**config.mk**
```make
export PLATFORM = sky130hd
export DESIGN_NAME = reset_stretch
export DESIGN_NICKNAME = d
export VERILOG_FILES = /design/src/reset_stretch.sv
export SDC_FILE = /design/constraint.sdc
export NUM_CORES = 1
export LEC_CHECK = 0
export BUFFER_PORTS_ARGS = -buffer_cell sky130_fd_sc_hd__buf_2
export CORE_AREA = 2 2 39 41
export DETAILED_ROUTE_END_ITERATION = 8
export DIE_AREA = 0 0 41 43
export PLACE_DENSITY = 0.41
export SETUP_SLACK_MARGIN = 0.3
export SLEW_MARGIN = 40
export SYNTH_ARGS = -nofsm -noshare
export SYNTH_HDL_FRONTEND = slang
export SYNTH_SLANG_ARGS = --single-unit
```
**constraint.sdc**
```tcl
create_clock -name ck933 -period 1.3 [get_ports ck933]
set_input_delay 0.065 -clock ck933 [delete_from_list [all_inputs] [get_ports ck933]]
set_output_delay 0.065 -clock ck933 [all_outputs]
set_load 0.05 [all_outputs]
```
**src/reset_stretch.sv**
```systemverilog
// turns the pin reset and the register soft reset request into one
// fixed-length core reset that also drives the DAC reset pin
`timescale 1ns/1ps
`default_nettype none

module reset_stretch #(
  parameter int unsigned RESET_STRETCH = 5   // 1 to 15
) (
  input  wire logic ck933,
  input  wire logic rs,
  input  wire logic soft_req_i,
  output logic      core_rst_o
);

  localparam int CNT_W = $clog2(RESET_STRETCH + 1);

  logic             req_s0;
  logic             req_s1;
  logic [CNT_W-1:0] cnt;   // cycles left in the stretch

  // two flop synchronizer on the request
  always_ff @(posedge ck933 or posedge rs) begin
    if (rs) begin
      req_s0 <= 1'b0;
      req_s1 <= 1'b0;
    end else begin
      req_s0 <= soft_req_i;
      req_s1 <= req_s0;
    end
  end

  // high for RESET_STRETCH+1 cycles once started
  always_ff @(posedge ck933 or posedge rs) begin
    if (rs) begin
      cnt        <= CNT_W'(RESET_STRETCH);
      core_rst_o <= 1'b1;
    end else if (req_s1) begin
      cnt        <= CNT_W'(RESET_STRETCH);   // restart on a new request
      core_rst_o <= 1'b1;
    end else if (cnt != '0) begin
      cnt        <= cnt - 1'b1;
      core_rst_o <= 1'b1;
    end else begin
      core_rst_o <= 1'b0;
    end
  end

endmodule

`default_nettype wire

```
==> results.tsv <==
stage	metric	value	unit
final_layout	layout cells sized above 1	50.00	%
timing	setup TNS	0	ns
die	die footprint	1763	um2
final_layout	Ant. Diodes	0	
worst_setup_path	CP Launch Type	flop	
timing	Final Skew	0.007144	ns
worst_setup_path	reg-to-reg slack, setup	0.18	ns
clocking	CTS tree	yes	
power	Pleak	0.1677	nW
hold_path	Worst Hold Class	in2async	
die	total core area	1384	um2
die	chip height	43	um
timing	Tcrit/Tclk final	85.78	%
synthesis	Synth Area in Adders	9.524	%
die	initial core utilization	18.99	%
synthesis	xor/xnor share of the synthesized area	0	%
timing	Worst Max-Slew Pin Slew	0.2372	ns
synthesis	Post-Synth Simple-Gate Area	17.62	%
global_route	largest net degree at the start of global routing	7	
synthesis	post-synthesis net count	26	
worst_setup_path	WP data arrival	1.26	ns
worst_setup_path	largest fanout on the critical path	3	
power	worst vdd ir	0.0005015	V
synthesis	register area share after synthesis	58.57	%
worst_setup_path	CP endpoint kind	flop	
clocking	clock root buffer	clkbuf_4	
synthesis	Synth area leaders	dfstp_2 30%, dfrtp_1 29%, ha_1 9.5%	
clocking	clock buffer depth	2	
global_route	first-pass GRT wire length	800	um
timing	Max Clock Freq	0.8967	GHz
placement	PortBufs	3	
synthesis	Top FF cell, synth	dfstp_2	
timing	Worst Hold Slack	0.2741	ns
detailed_routing	DR vias	177	
synthesis	Post-synth top cells	3 x dfrtp_1, 3 x dfstp_2, 3 x inv_1	
placement	placer congestion estimate	0.6527	
synthesis	FF+latch count, synth	6	
clocking	clk slew on worst S/H paths	0.05	ns
synthesis	cell area after synthesis	262.8	um2
worst_setup_path	WP data required	1.45	ns
synthesis	proportion of synthesized area in mux cells	3.810	%
synthesis	Gate Count Post-Synth	21	
detailed_routing	post-DR vias/cell	3.688	
timing	Final Max Tran Viols	0	
run	Max Cap Viol	0	
clocking	CTS Sinks	6	
timing	Final Hold Fails	0	
placement	detailed placement HPWL	304.4	um
synthesis	Compound-Gate Fraction of Synth Area	6.190	%
synthesis	ys async rst share	100.0	%
outcome	status	completed	
global_route	Global Route Usage Sum	7.179	%
detailed_routing	routed len/inst	9.479	um
timing	crit path time final	1.115	ns
global_route	grt ovf	0	
final_layout	Area Overhead vs Synth	47.62	%
detailed_routing	Antenna Nets Post-Route	0	
global_route	initial antenna violation count	0	
clocking	CTS HTree Levels	1	
synthesis	Yosys cell types	12	
synthesis	area share of the largest cell type after synthesis	30.00	%
synthesis	EDFF count, synth	0	
synthesis	largest family of logic cells by synthesized area	simple AND/OR/NAND/NOR gates	
synthesis	leading area contributor after synthesis	dfstp_2	
die	die width	41	um
clocking	Worst-Skew Late Latency	0.24	ns
timing	final setup fails	0	
die	Cell Rows	14	
detailed_routing	Iteration-0 DRC Markers	0	
detailed_routing	number of detailed-route iterations in the first pass	1	
synthesis	Yosys warning count	0	
global_route	vias in the first global route	191	
clocking	cts bufs inserted	3	
detailed_routing	DRC	0	
synthesis	Avg Inst Size Synth	12.51	um2
detailed_routing	final wirelength	455	um
final_layout	Nets	38	
timing	RSZ-0062 raised after global routing	yes	
power	Overall Power	0.0005086	W
die	IO Count	4	
power	pwr dens	1311	nW/um2
worst_setup_path	CP Class	reg2reg	
timing	slew margin rel.	84.17	%
==> where the power goes <==
part           leakage (nW)  internal [W]  switching (W)
combinational        0.0847     0.0000542      0.0000416
clock                0.0150      0.000116      0.0000683
sequential           0.0681      0.000212      0.0000159
total                 0.168      0.000383       0.000126
==> critical path: stages (launching register included) <==
cell and delay, ns:
dfstp_2 0.53, inv_2 0.05, ha_4 0.15, nor2b_4 0.13, o31ai_2 0.16
==> flip-flops by register name, indices dropped and copies added, names as in the netlist <==
register    flops
req_s1          1
core_rst_o      1
cnt             3
req_s0          1
==> final timing paths <==
path | start | endpoint | cells after the start
hold / removal | rs | req_s0$_DFF_PP0_ | 3
setup / recovery | cnt[0]$_DFFE_PP1P_ | cnt[1]$_DFFE_PP0P_ | 4
hold reg to reg | req_s0$_DFF_PP0_ | req_s1$_DFF_PP0_ | 0
setup reg to reg | cnt[0]$_DFFE_PP1P_ | cnt[1]$_DFFE_PP0P_ | 4
max in group asynchronous | rs | core_rst_o$_DFF_PP1_ | 3
min in group ck933 | req_s0$_DFF_PP0_ | req_s1$_DFF_PP0_ | 0
==> area by class of cell <==
cell class | count | area, um2
inverters | 3 | 11.26
fillers | 146 | 996.0
repair buffers | 7 | 56.30
flip-flops and latches | 6 | 153.9
multi-input cells | 12 | 120.1
well taps | 16 | 20.02
clock buffers | 4 | 26.28
==> cells by family (layout without fill, tap and decap cells) <==
kind of cell	count (synthesis)	count (layout)
mux	1	1
compound gates	2	2
fa+ha+maj	2	2
buf+inv	3	14
flops	6	6
simple gates	7	7
==> per-stage QoR <==
stage	instance area [um2]	cells	setup WS (ns)	util, %
global placement	315.3	40	0.1455	22.78
CTS	375.4	47	0.1613	27.12
floorplan	280.3	21	0.1763	-
detailed placement	315.3	40	0.1283	22.78
global route	387.9	48	0.1217	28.03
finish	387.9	48	0.1848	28.03
==> repair_timing <==
item | 4_1_cts | 5_1_grt
hold buffers | 2 | 0
endpoints found under the setup margin | 5 | 4
resized for setup | 2 | 2
buffers inserted | 1 | 1
endpoints found under the hold margin | 7 | 0
pin swaps | 1 | 0
gates cloned | 0 | 0
==> per-layer routing <==
metal | GRT usage (%) | part of all wire (%) | vias up
met2 | 7.813 | 50 | 2
met4 | 8.000 | 0 | 0
met5 | 0 | 0 | -
li1 | - | - | 89
met3 | 1.571 | 2.6 | 0
met1 | 10.20 | 47 | 86
==> cells in the final DEF, fill, tap and decap left out <==
cell type / n
clkbuf_4: 3
dfstp_2: 3
dfrtp_1: 3
nor2b_1: 2
nor2_1: 2
inv_2: 2
dlygate4sd3_1: 2
buf_2: 2
buf_4: 2
nor2b_4: 1
nand2b_1: 1
mux2i_1: 1
inv_1: 1
nand4bb_1: 1
o31ai_2: 1
a211o_1: 1
ha_4: 1
ha_1: 1
clkbuf_1: 1
buf_6: 1
Note: power is estimated with default switching activity, not from simulation.
