File: src/demod_out_pkg.sv
// shared widths, register map, DAC source codes and payload structs
// import into any block that handles samples or the register bus
`default_nettype none

package demod_out_pkg;

  // ********************************************************************
  // widths and counts
  // ********************************************************************
  localparam int SAMPLE_W = 18;   // two's complement source sample
  localparam int DAC_W    = 14;   // offset binary DAC word
  localparam int NUM_DAC  = 3;
  localparam int ADDR_W   = 12;   // bit 0 always zero
  localparam int DATA_W   = 16;

  // ********************************************************************
  // register map
  // ********************************************************************
  localparam logic [ADDR_W-1:0] ADDR_DAC_SEL = 12'h7E0;  // 2 bytes per channel
  localparam logic [ADDR_W-1:0] ADDR_VERSION = 12'h7F0;
  localparam logic [ADDR_W-1:0] ADDR_RESET   = 12'h7F2;  // write requests soft reset

  localparam logic [DAC_W-1:0] DAC_MIDSCALE = 14'h2000;  // offset binary zero

  // any code with this bit set routes the trellis source
  localparam int SEL_TRELLIS_BIT = 3;

  typedef enum logic [3:0] {
    SEL_DEMOD_I       = 4'd0,
    SEL_DEMOD_Q       = 4'd1,
    SEL_DEMOD_FREQ    = 4'd2,
    SEL_DEMOD_AGC     = 4'd3,
    SEL_TRELLIS_I     = 4'd8,
    SEL_TRELLIS_Q     = 4'd9,
    SEL_TRELLIS_PHERR = 4'd10,
    SEL_TRELLIS_INDEX = 4'd11
  } dac_sel_t;

  typedef struct packed {
    logic                sync;   // new sample this cycle
    logic [SAMPLE_W-1:0] data;
  } sample_t;

  typedef struct packed {
    logic              cs;
    logic              wr;
    logic              rd;
    logic [ADDR_W-1:0] addr;
    logic [DATA_W-1:0] wdata;
  } bus_req_t;

  // select register address of one channel
  function automatic logic [ADDR_W-1:0] dac_sel_addr(input int unsigned ch);
    return ADDR_DAC_SEL + ADDR_W'(2 * ch);
  endfunction

  // top 14 bits, msb flipped for offset binary
  function automatic logic [DAC_W-1:0] to_offset_binary(input logic [SAMPLE_W-1:0] s);
    return {~s[SAMPLE_W-1], s[SAMPLE_W-2 -: DAC_W-1]};
  endfunction

endpackage

`default_nettype wire

File: src/dac_channel.sv
// one DAC output: picks demod or trellis sample per the select code,
// holds it on its sync strobe and reformats it to an offset binary word
`timescale 1ns/1ps
`default_nettype none

module dac_channel
  import demod_out_pkg::*;
(
  input  wire logic             ck933,
  input  wire logic             core_rst_i,
  input  wire dac_sel_t         sel_i,
  input  wire sample_t          demod_i,
  input  wire sample_t          trellis_i,
  output logic      [DAC_W-1:0] dac_d_o
);

  sample_t chosen_q;   // stage one, routed sample with its own sync
  logic    use_trellis;

  assign use_trellis = sel_i[SEL_TRELLIS_BIT];

  // ********************************************************************
  // stage one: source selection
  // ********************************************************************
  always_ff @(posedge ck933 or posedge core_rst_i) begin
    if (core_rst_i) begin
      chosen_q <= '0;
    end else if (use_trellis) begin
      chosen_q <= trellis_i;
    end else begin
      chosen_q <= demod_i;
    end
  end

  // ********************************************************************
  // stage two: hold and format
  // ********************************************************************
  // output only moves on a strobe from the chosen source
  always_ff @(posedge ck933 or posedge core_rst_i) begin
    if (core_rst_i) begin
      dac_d_o <= DAC_MIDSCALE;
    end else if (chosen_q.sync) begin
      dac_d_o <= to_offset_binary(chosen_q.data);
    end
  end

endmodule

`default_nettype wire

File: config.mk
export PLATFORM = sky130hd
export DESIGN_NAME = dac_channel
export DESIGN_NICKNAME = d
export VERILOG_FILES = /design/src/demod_out_pkg.sv /design/src/dac_channel.sv
export SDC_FILE = /design/constraint.sdc
export NUM_CORES = 1
export LEC_CHECK = 0
export ABC_AREA = 1
export BUFFER_PORTS_ARGS = -buffer_cell sky130_fd_sc_hd__buf_2
export CAP_MARGIN = 20
export CORE_MARGIN = 2
export CORE_UTILIZATION = 43
export DETAILED_ROUTE_END_ITERATION = 12
export GPL_ROUTABILITY_DRIVEN = 0
export PLACE_DENSITY = 0.77
export SLEW_MARGIN = 15
export SYNTH_ARGS = -nofsm -noshare
export SYNTH_HDL_FRONTEND = slang
export SYNTH_SLANG_ARGS = --single-unit
File: constraint.sdc
create_clock -name ck933 -period 1.3 [get_ports ck933]
set_clock_uncertainty 0.2 [all_clocks]
set_input_delay 0.065 -clock ck933 [delete_from_list [all_inputs] [get_ports ck933]]
set_output_delay 0.065 -clock ck933 [all_outputs]
set_load 0.01 [all_outputs]
==> run metrics, run 1 <==
status finished clean; met2 Usage GRT 34.3%; top cells by count, synth nand2_1, dfrtp_1, buf_6; Int Power 1.40 mW; ANT cells 0; # port buffers 46; reg2reg setup slack 0.31 ns; Core Rows 18; synth warn 0; post-route worst setup slack 0.0693 ns; remaining global-route overflow 0; GRT busiest layer met2; worst slew pin tran 0.341 ns; fraction of layout cells with a size suffix above 1 26.9%; Crit. Startpoint dac_d_o[13]; sw frac 25.6%; top cell family by delay on the critical path flip-flops; worst slack, placed 0.308 ns; number of synthesized flops with an enable pin 0; syn_area_per_cell 8.94 um^2; crit path capture type primary output; final WL 2630 um; root buf cell clkbuf_4; HP Class in2async; register area share after synthesis 65.1%; number of routed nets with antenna violations 0; Clk pwr share 25.4%; drt pass-1 iters 4; Slowest cell on crit path dfstp_2; max-capacitance violation count 0; fin crit period 1.23 ns; Die ar. 0.00302 mm^2; Synth cell types 7; reg-to-reg critical path startpoint chosen_q[18]; Core Region 0.00248 mm^2; initial core utilization 45.1%; WP buf/inv 1; DP Wirelength 1470 um; cell taking the most area after synthesis dfrtp_1; GR Util met3 5.65%; Num CTS Buffers 5; Syn Nets 169; DRC Markers 0; Post-Layout Inst Area 0.00173 mm^2; deepest clock path buffer count 2; post-CTS sizing 0; area of the mapped netlist 0.00112 mm^2; global-route track usage on met1 20.9%; power after layout 1.88 mW; top-count cell post-synth nand2_1; Final Cycle Share 94.7%; maximum clock rate 0.813 GHz; number of global-route vias before repair 1049; Yosys reg bits 29; fin. max-slew vios 0; Final setup viols 0; Die Ht 55.0 um; P&R area growth vs syn 55.1%; Ports 58; Leakage 0.984 nW; Final Hold Fails 0; first-pass GRT wire length 4120 um; slew margin rel. 77.2%; RSZ-0062 raised after global routing no; top cells by area, synth dfrtp_1, nand2_1, buf_6; Via density 4.37; Mapped Cells 125; CTS tree built; pwr dens 1090 mW/mm^2; fin nets 251; critical path type reg2out; WP data required 1.03 ns; DR iter-0 viols 6; die width 55.0 um; critical path launch point type flop; # clock sinks 29; clk_lat worst skew 0.31 ns; placed cell areas 0.00136 mm^2; H-Tree Depth 2; VDD IR-drop max 824 uV; NetSw 482 uW; share of the synthesized area in the top cell type 62.7%; Total GRT Usage 20.6%; Routed WL per cell 11.1 um; CP arrival 0.97 ns; Post-Route Setup TNS 0 ns; critical path cell sequence buf_2; largest net degree at the start of global routing 23; Reg clk slew, reported paths 0.08 ns; Max stage delay on crit path 0.53 ns; asr flop ratio synth 100%; share of total power in sequential cells 54.9%; critical path depth 1; Comb pwr share 19.7%; R2R depth 3; main flop type after synthesis dfrtp_1; crit path max fanout 2; antenna violations before repair 0; via count of the routed design 1041
through the flow:
stage / hold WS (ns) / cells / util, %
final: 0.0363 / 238 / 69.9
after global routing: 0.102 / 238 / 69.9
after CTS: 0.0344 / 238 / 69.9
after detailed placement: -0.161 / 198 / 55.1
after global placement: -0.172 / 198 / 55.1
after floorplan: -0.0576 / 125 / -
kinds of logic after synthesis:
kind of cell	share of synthesized area [%]
AND/OR/NAND/NOR	29.2
flip-flops	65.1
buffers and inverters	5.71
per-layer routing:
metal,share of wire (%),up-vias
met4,6.1,0
met3,6.8,20
li1,-,533
met2,52,47
met1,35,441
met5,0,-
final timing paths:
check	endpoint
max in group asynchronous	dac_d_o[13]
max reg2reg	dac_d_o[9]
max	dac_d_o[13]
min	dac_d_o[5]
min reg2reg	dac_d_o[2]
min in group ck933	dac_d_o[2]
placed cells by master (no fill, tap or decap):
cell	instances
nand2_1	87
buf_2	46
dlygate4sd3_1	32
dfrtp_1	28
clkbuf_4	5
clkbuf_1	3
inv_2	2
inv_1	2
dfstp_2	1
buf_4	1
buf_12	1
power by group through the flow:
stage                     registers [mW]  clock network [mW]  logic (mW)
final                               1.03               0.478       0.372
after global routing                1.05               0.523       0.418
after CTS                           1.04               0.489       0.367
after detailed placement            1.05                   0       0.294
after global placement              1.05                   0       0.280
after floorplan                     1.09                   0       0.133
area by class of cell:
| class | instances | area [um^2] |
|---|---|---|
| timing repair buffer | 80 | 578 |
| clock buffer | 8 | 48.8 |
| tap | 30 | 37.5 |
| inverter | 4 | 15.0 |
| multi-input combinational | 87 | 327 |
| fill | 173 | 744 |
| sequential | 29 | 727 |
sequential cells by signal, indices dropped and copies added, names as in the netlist:
signal    cells
chosen_q     15
dac_d_o      14
repair_timing:
| action | CTS | global route |
|---|---|---|
| buffers inserted | 0 | 0 |
| hold buffers | 32 | 0 |
| endpoints found under the hold margin | 44 | 0 |
No activity file was read; power rests on OpenSTA's default activity.
==> inputs of run 2 (changes only) <==
--- a/config.mk
+++ b/config.mk
@@ -13,6 +13,7 @@
 export DETAILED_ROUTE_END_ITERATION = 12
 export GPL_ROUTABILITY_DRIVEN = 0
 export PLACE_DENSITY = 0.77
+export SETUP_SLACK_MARGIN = 0.5
 export SLEW_MARGIN = 15
 export SYNTH_ARGS = -nofsm -noshare
 export SYNTH_HDL_FRONTEND = slang
==> run 2 against run 1 <==
Net effect:
- the run now ends with negative hold slack left
- combinational power is 27% higher
- critical path type unchanged
- sequential power is essentially flat
- maximum frequency grew 0.61%
- final cell count down 1.3%
- core utilization is 4.9 points higher
- register-to-register slack worse by 0.13 ns
- critical endpoint unchanged
- die area unchanged
- setup slack better by 0.0075 ns
- via count rose by 6.6%
- hold slack got worse by 0.45 ns
- largest power group unchanged
- non-clock buffer count down 3
- power up 11%
==> run metrics, run 2 (same netlist as run 1, synthesis figures left out) <==
status finished with violations; violated checks negative hold slack; Final setup viols 0; clk_lat worst skew 0.33 ns; critical path launch point type flop; WP data required 1.03 ns; largest net degree at the start of global routing 30; Via density 4.72; placed cell areas 0.00134 mm^2; root buf cell clkbuf_4; R2R depth 3; Post-Route Setup TNS 0 ns; via count of the routed design 1110; Final Hold Fails 44; die width 55.0 um; Clk pwr share 26.8%; Comb pwr share 22.7%; Leakage 1.18 nW; worst slack, placed 0.0437 ns; post-route worst setup slack 0.0768 ns; DP Wirelength 1490 um; CP arrival 0.96 ns; NetSw 568 uW; Layout Utilization 74.8%; CTS tree built; crit path max fanout 2; Critical R2R Capture dac_d_o[10]; Core Rows 18; H-Tree Depth 2; P&R area growth vs syn 66.0%; number of routed nets with antenna violations 0; Final Cycle Share 94.1%; Die Ht 55.0 um; deepest clock path buffer count 2; max-capacitance violation count 0; slew margin rel. 61.6%; fin. max-slew vios 0; DR iter-0 viols 35; Die ar. 0.00302 mm^2; drt pass-1 iters 5; fraction of layout cells with a size suffix above 1 43.9%; DRC Markers 0; final WL 3110 um; critical path type reg2out; antenna violations before repair 0; Max stage delay on crit path 0.54 ns; number of global-route vias before repair 1009; number of flip-flops in the largest register 15; # port buffers 46; Largest Register chosen_q; # hold bufs at CTS 20; Ports 58; crit path capture type primary output; Routed WL per cell 13.2 um; Total GRT Usage 21.1%; VDD IR-drop max 980 uV; worst slew pin tran 0.576 ns; placed cell count 196; first-pass GRT wire length 4200 um; remaining global-route overflow 0; pwr dens 1130 mW/mm^2; Post-Layout Inst Area 0.00185 mm^2; most frequent cells in the layout nand2_1, buf_2, dfrtp_1; fin nets 248; initial core utilization 45.1%; Slowest cell on crit path dfstp_2; reg-to-reg critical path startpoint chosen_q[18]; HP Class in2async; Top Registers chosen_q x15, dac_d_o x14; WP buf/inv 1; Int Power 1.52 mW; fin crit period 1.22 ns; RSZ-0062 raised after global routing yes; top cell family by delay on the critical path flip-flops; commonest non-fill, non-tap cell in the layout nand2_1; critical path cell sequence buf_6; ANT cells 0; Core Region 0.00248 mm^2; # clock sinks 29; share of total power in sequential cells 50.6%; sw frac 27.2%; Num CTS Buffers 5; Reg clk slew, reported paths 0.09 ns; Post-Layout Cell Count 235; maximum clock rate 0.818 GHz; final hold slack -0.415 ns; reg2reg setup slack 0.18 ns
==> run 2: final cells by class <==
cell class,count,area (um^2)
Tap cell,30,37.5
Timing Repair Buffer,77,604
Fill cell,161,623
Multi-Input combinational cell,87,402
Sequential cell,29,728
Clock buffer,8,58.8
Inverter,4,23.8
==> run 2: metal layers <==
layer  wire length, um  global-route usage, %  vias up  share of wire (%)
li1                  -                      -      527                  -
met1              1100                   22.0      514                 35
met2              1680                   37.1       56                 54
met3               192                   4.30       13                6.2
met4               140                   15.4        0                4.5
met5                 0                      0        -                  0
==> run 2: how the worst max path moves through the flow <==
stage,start,endpoint,slack [ns],cells after the start
final,dac_d_o[13],dac_d_o[13],0.08,1
after global routing,dac_d_o[13],dac_d_o[13],0.04,1
after global placement,chosen_q[18],dac_d_o[1],0.07,3
after floorplan,chosen_q[18],dac_d_o[0],0.30,4
after CTS,dac_d_o[13],dac_d_o[13],0.07,1
after detailed placement,chosen_q[18],dac_d_o[5],0.04,3
==> run 2: timing repair <==
action / in CTS / in global routing
endpoints found under the hold margin: 44 / 43
pin swaps: 4 / 15
cloned: 0 / 1
setup buffers: 8 / 2
setup endpoints to repair: 28 / 40
resized for setup: 8 / 42
==> run 2: power groups by stage <==
stage                     Clock, mW  Sequential (mW)  Combinational (mW)
after floorplan                   0             1.09               0.134
after global placement            0             1.06               0.264
after detailed placement          0             1.06               0.276
after CTS                     0.555             1.04               0.392
after global routing          0.613             1.07               0.517
final                         0.559             1.06               0.473
==> run 2: per-stage QoR <==
stage | total power, mW | hold WS [ns]
floorplan | 1.22 | -0.226
global placement | 1.32 | -0.0621
detailed placement | 1.34 | -0.0441
CTS | 1.99 | -0.395
global route | 2.20 | -0.371
finish | 2.09 | -0.415
